[src/exec_pkg.sv]
// Shared widths, credit depth and enums for the dual-issue execute slice.
// Imported by every RTL block that needs a data width or an opcode.
package exec_pkg;

    localparam int XLEN   = 32;
    localparam int REG_AW = 5;   // 32 architectural registers

    // credits granted by downstream at reset
    localparam int CREDIT_MAX = 4;
    localparam int CREDIT_W   = 3;  // holds 0..CREDIT_MAX

    // lane opcodes
    typedef enum logic [3:0] {
        OP_ADD,
        OP_SUB,
        OP_AND,
        OP_OR,
        OP_XOR,
        OP_SLL,
        OP_SRL,
        OP_SLT,  // signed compare, yields 0 or 1
        OP_LUI   // imm << 12
    } alu_op_e;

    typedef enum logic [1:0] {
        ST_IDLE,
        ST_RUN,
        ST_STALL
    } pipe_state_e;

endpackage

[src/credit_counter.sv]
// Output credit count, preset to the downstream grant at reset.
// One credit spent per retired pair, one returned per credit_return pulse.
`timescale 1ns/1ps

module credit_counter (
    input  logic clk,
    input  logic rst_n,
    input  logic credit_return,
    input  logic consume,
    output logic credit_avail
);
    import exec_pkg::*;

    logic [CREDIT_W-1:0] count;

    always_ff @(posedge clk or negedge rst_n) begin
        if (!rst_n) begin
            count <= CREDIT_W'(CREDIT_MAX);
        end else begin
            unique case ({credit_return, consume})
                2'b10:   count <= count + 1'b1;
                2'b01:   count <= count - 1'b1;
                default: count <= count;  // none, or return cancels spend
            endcase
        end
    end

    assign credit_avail = (count != '0);

endmodule

[config.mk]
export PLATFORM = sky130hd
export DESIGN_NAME = credit_counter
export DESIGN_NICKNAME = d
export VERILOG_FILES = /design/src/exec_pkg.sv /design/src/credit_counter.sv
export SDC_FILE = /design/constraint.sdc
export NUM_CORES = 1
export LEC_CHECK = 0
export BUFFER_PORTS_ARGS = -buffer_cell sky130_fd_sc_hd__buf_2
export CORE_AREA = 8 8 45 47
export CTS_CLUSTER_DIAMETER = 50
export DETAILED_ROUTE_END_ITERATION = 10
export DIE_AREA = 0 0 53 55
export PLACE_DENSITY_LB_ADDON = 0.08
export RECOVER_POWER = 100
export SLEW_MARGIN = 25
export SYNTH_ARGS = -nofsm -noshare
export SYNTH_HDL_FRONTEND = slang
export SYNTH_SLANG_ARGS = --single-unit
[constraint.sdc]
create_clock -name clk -period 1.75 [get_ports clk]
set_input_delay 0.35 -clock clk [delete_from_list [all_inputs] [get_ports clk]]
set_output_delay 0.35 -clock clk [all_outputs]
set_load 0.01 [all_outputs]
==> run_results.csv <==
group,metric,value,unit
timing,timing_hold_violations_final,0,
cells_and_area,layout_cells_sized_above_1,33.3,%
die,fp.dieW,53,microns
cells_and_area,area_delta_synth_final,46.1,%
global_routing,first_global_vias,127,
setup_path,crit_start,"count[0]",
die,fp-row-count,14,
clock_tree,postCtsSetupBuffers,0,
placement,place_congestion,0.606,
global_routing,groute.usage.overall,3.29,%
clock_tree,cts_tree,"built",
power,switching_share,30.4,%
timing,period_share,85.9,%
placement,placedCellCount,32,
setup_path,worst_ep_arrival_time,1150,ps
route,drt_first_pass_iters,2,
route,drt_wl_total,305,microns
synth,postSynthAreaPerCell,13.3,sq um
power,leakage,0.100,nW
synth,ffs_latches_synth,3,
timing,finalSetupTns,0,ps
cells_and_area,biggestRegsByFlops,"count: 3 flops",
clock_tree,tritoncts.num_buffers,3,
die,core_region_area,0.00138,sq mm
timing,finClkSkew,4.62,ps
global_routing,maximum_number_of_pins_on_one_net_before_global_route_repair,4,
route,route.antenna.remaining_nets,0,
setup_path,worst-path-max-fanout,3,
setup_path,count_of_buffer_and_inverter_cells_on_the_critical_path,1,
synth,yosysSeqAreaShare,47.7,%
setup_path,end_kind,"primary output",
clock_tree,clk_transition_reported_paths,40,ps
die,die_footprint,0.00292,sq mm
die,floorplan.io_pins,5,
timing,drv_slew,0,
setup_path,max_stage_delay,420,ps
clock_tree,cts_htree_levels,1,
setup_path,r2r_path_start,"count[0]",
power,power_switching,0.000117,W
power,power.share.sequential,39.7,%
power,comb_power_share,28.8,%
route,detailroute.via_count,107,
timing,final.min_clock_period,1500,ps
cells_and_area,finalNetCount,28,
die,die_height,55,microns
global_routing,grt-ovfl-total,0,
cells_and_area,layout_common_cells,"sky130_fd_sc_hd__clkbuf_4, sky130_fd_sc_hd__clkbuf_1, sky130_fd_sc_hd__xnor2_1, sky130_fd_sc_hd__dfrtp_1, sky130_fd_sc_hd__buf_2",
power,clock_power_share,31.6,%
setup_path,crit_chain,"or3_1 -> clkbuf_1",
clock_tree,insertion_delay,230,ps
clock_tree,numClockSinks,3,
synth,syn_inst,12,
timing,timing.slew.headroom,87.7,%
synth,yosys_warnings,0,
cells_and_area,max_flop_register,"count",
global_routing,grt_pass1_wl,531,microns
synth,synth_area,160,sq um
route,post-route-drc-count,0,
placement,number_of_i_o_port_buffers,4,
setup_path,worstSetupStartpointType,"flop",
flow_run,max_cap_viol_count,0,
timing,max_slew.worst_pin.slew,184,ps
global_routing,grt_antenna_before_repair,0,
setup_path,worstPathRequired,1400,ps
setup_path,cpLargestDelayFamily,"flip-flops",
timing,max_freq,665,MHz
clock_tree,clock_tree.buffer_depth,2,
cells_and_area,largest_register_ffs,3,
clock_tree,cts.root.buffer_cell,"sky130_fd_sc_hd__clkbuf_4",
cells_and_area,num_antenna_cells,0,
route,route.detailed.wl_per_inst,8.24,microns
power,vdd.ir_drop.worst,330,uV
route,drt_first_iter_violations,1,
synth,mappedNetlistNets,18,
hold_path,holdCritPathClass,"input port to asynchronous set/reset pin",
setup_path,crit_path_top_delay_cell,"sky130_fd_sc_hd__dfrtp_1",
outcome,run_status,"finished clean",
timing,setup_viol,0,
power,power.density,1640,mW/mm^2
die,start_util,11.6,%
timing,finalHoldWorstSlack,464,ps
power,internal_power,0.000267,W
route,vias_per_cell,2.89,
synth,synth.distinct_cells,10,
power,total_power,0.000384,W
timing,rsz0062_at_grt,"no",
setup_path,crit_type,"flop to primary output",
cells_and_area,finish.cell_count_without_fillers,37,
## final timing paths
kind                                end  cells past startpoint  slack (ps)
min reg2reg                    count[2]                      1         520
min in group clk               count[0]                      3         500
min                            count[1]                      2         460
max                        credit_avail                      2         250
max in group asynchronous      count[2]                      2        1050
max reg2reg                    count[2]                      4         430
## power groups by stage
stage | Combinational, W | Sequential, W | Clock, W
6_report | 0.000110 | 0.000152 | 0.000121
5_1_grt | 0.000127 | 0.000158 | 0.000131
4_1_cts | 0.000115 | 0.000153 | 0.000128
3_5_place_dp | 0.000112 | 0.000153 | 0
3_3_place_gp | 0.000114 | 0.000155 | 0
2_1_floorplan | 0.0000902 | 0.000144 | 0
## synth_stat cells (all sizes together)
cell | instances | area, sq um
dfrtp | 2 | 50.1
dfstp | 1 | 26.3
fa | 1 | 20.0
xor2 | 1 | 8.76
inv | 1 | 3.75
ha | 1 | 12.5
or3 | 1 | 6.26
nor2 | 1 | 3.75
mux2 | 1 | 11.3
xnor2 | 2 | 17.5
## layer usage
| layer | wire length [microns] | vias to the layer above | global-route usage (%) |
|---|---|---|---|
| li1 | - | 57 | - |
| met1 | 167 | 46 | 3.67 |
| met2 | 115 | 4 | 1.76 |
| met3 | 22 | 0 | 2.41 |
| met4 | 0 | 0 | 7.76 |
| met5 | 0 | - | 0 |
## logic make-up after synthesis
| family | count (synthesis) | share of synthesized area (%) |
|---|---|---|
| multiplexers | 1 | 7.03 |
| flip-flops | 3 | 47.7 |
| XOR/XNOR | 3 | 16.4 |
| adder cells (fa/ha/maj) | 2 | 20.3 |
| buffers and inverters | 1 | 2.34 |
| AND/OR/NAND/NOR | 2 | 6.25 |
## metrics by stage
step	instance area [sq um]	worst slack, ps	utilization (%)
floorplan	160	343	-
global placement	200	191	14.5
detailed placement	200	202	14.5
CTS	236	227	17.1
global route	234	195	16.9
finish	234	247	16.9
## worst reg2reg max path: stages, from the launching register on
cell and delay (ps):
sky130_fd_sc_hd__dfrtp_1 420, sky130_fd_sc_hd__fa_1 440, sky130_fd_sc_hd__xnor2_1 130, sky130_fd_sc_hd__nor2_1 110
sky130_fd_sc_hd__xor2_1 150
## timing repair
action | CTS | global route
endpoints found under the hold margin | 2 | 0
hold buffers | 1 | 0
endpoints found under the setup margin | 0 | 0
resized for setup | 0 | 0
## area by class of cell
cell class                 count  area [sq um]
clock buffer                   4          26.3
timing repair buffer           5          27.5
tap                           16          20.0
inverter                       1          3.75
sequential                     3          76.3
fill                         157          1150
multi-input combinational      8          80.1
(Power assumes the default switching activity.)
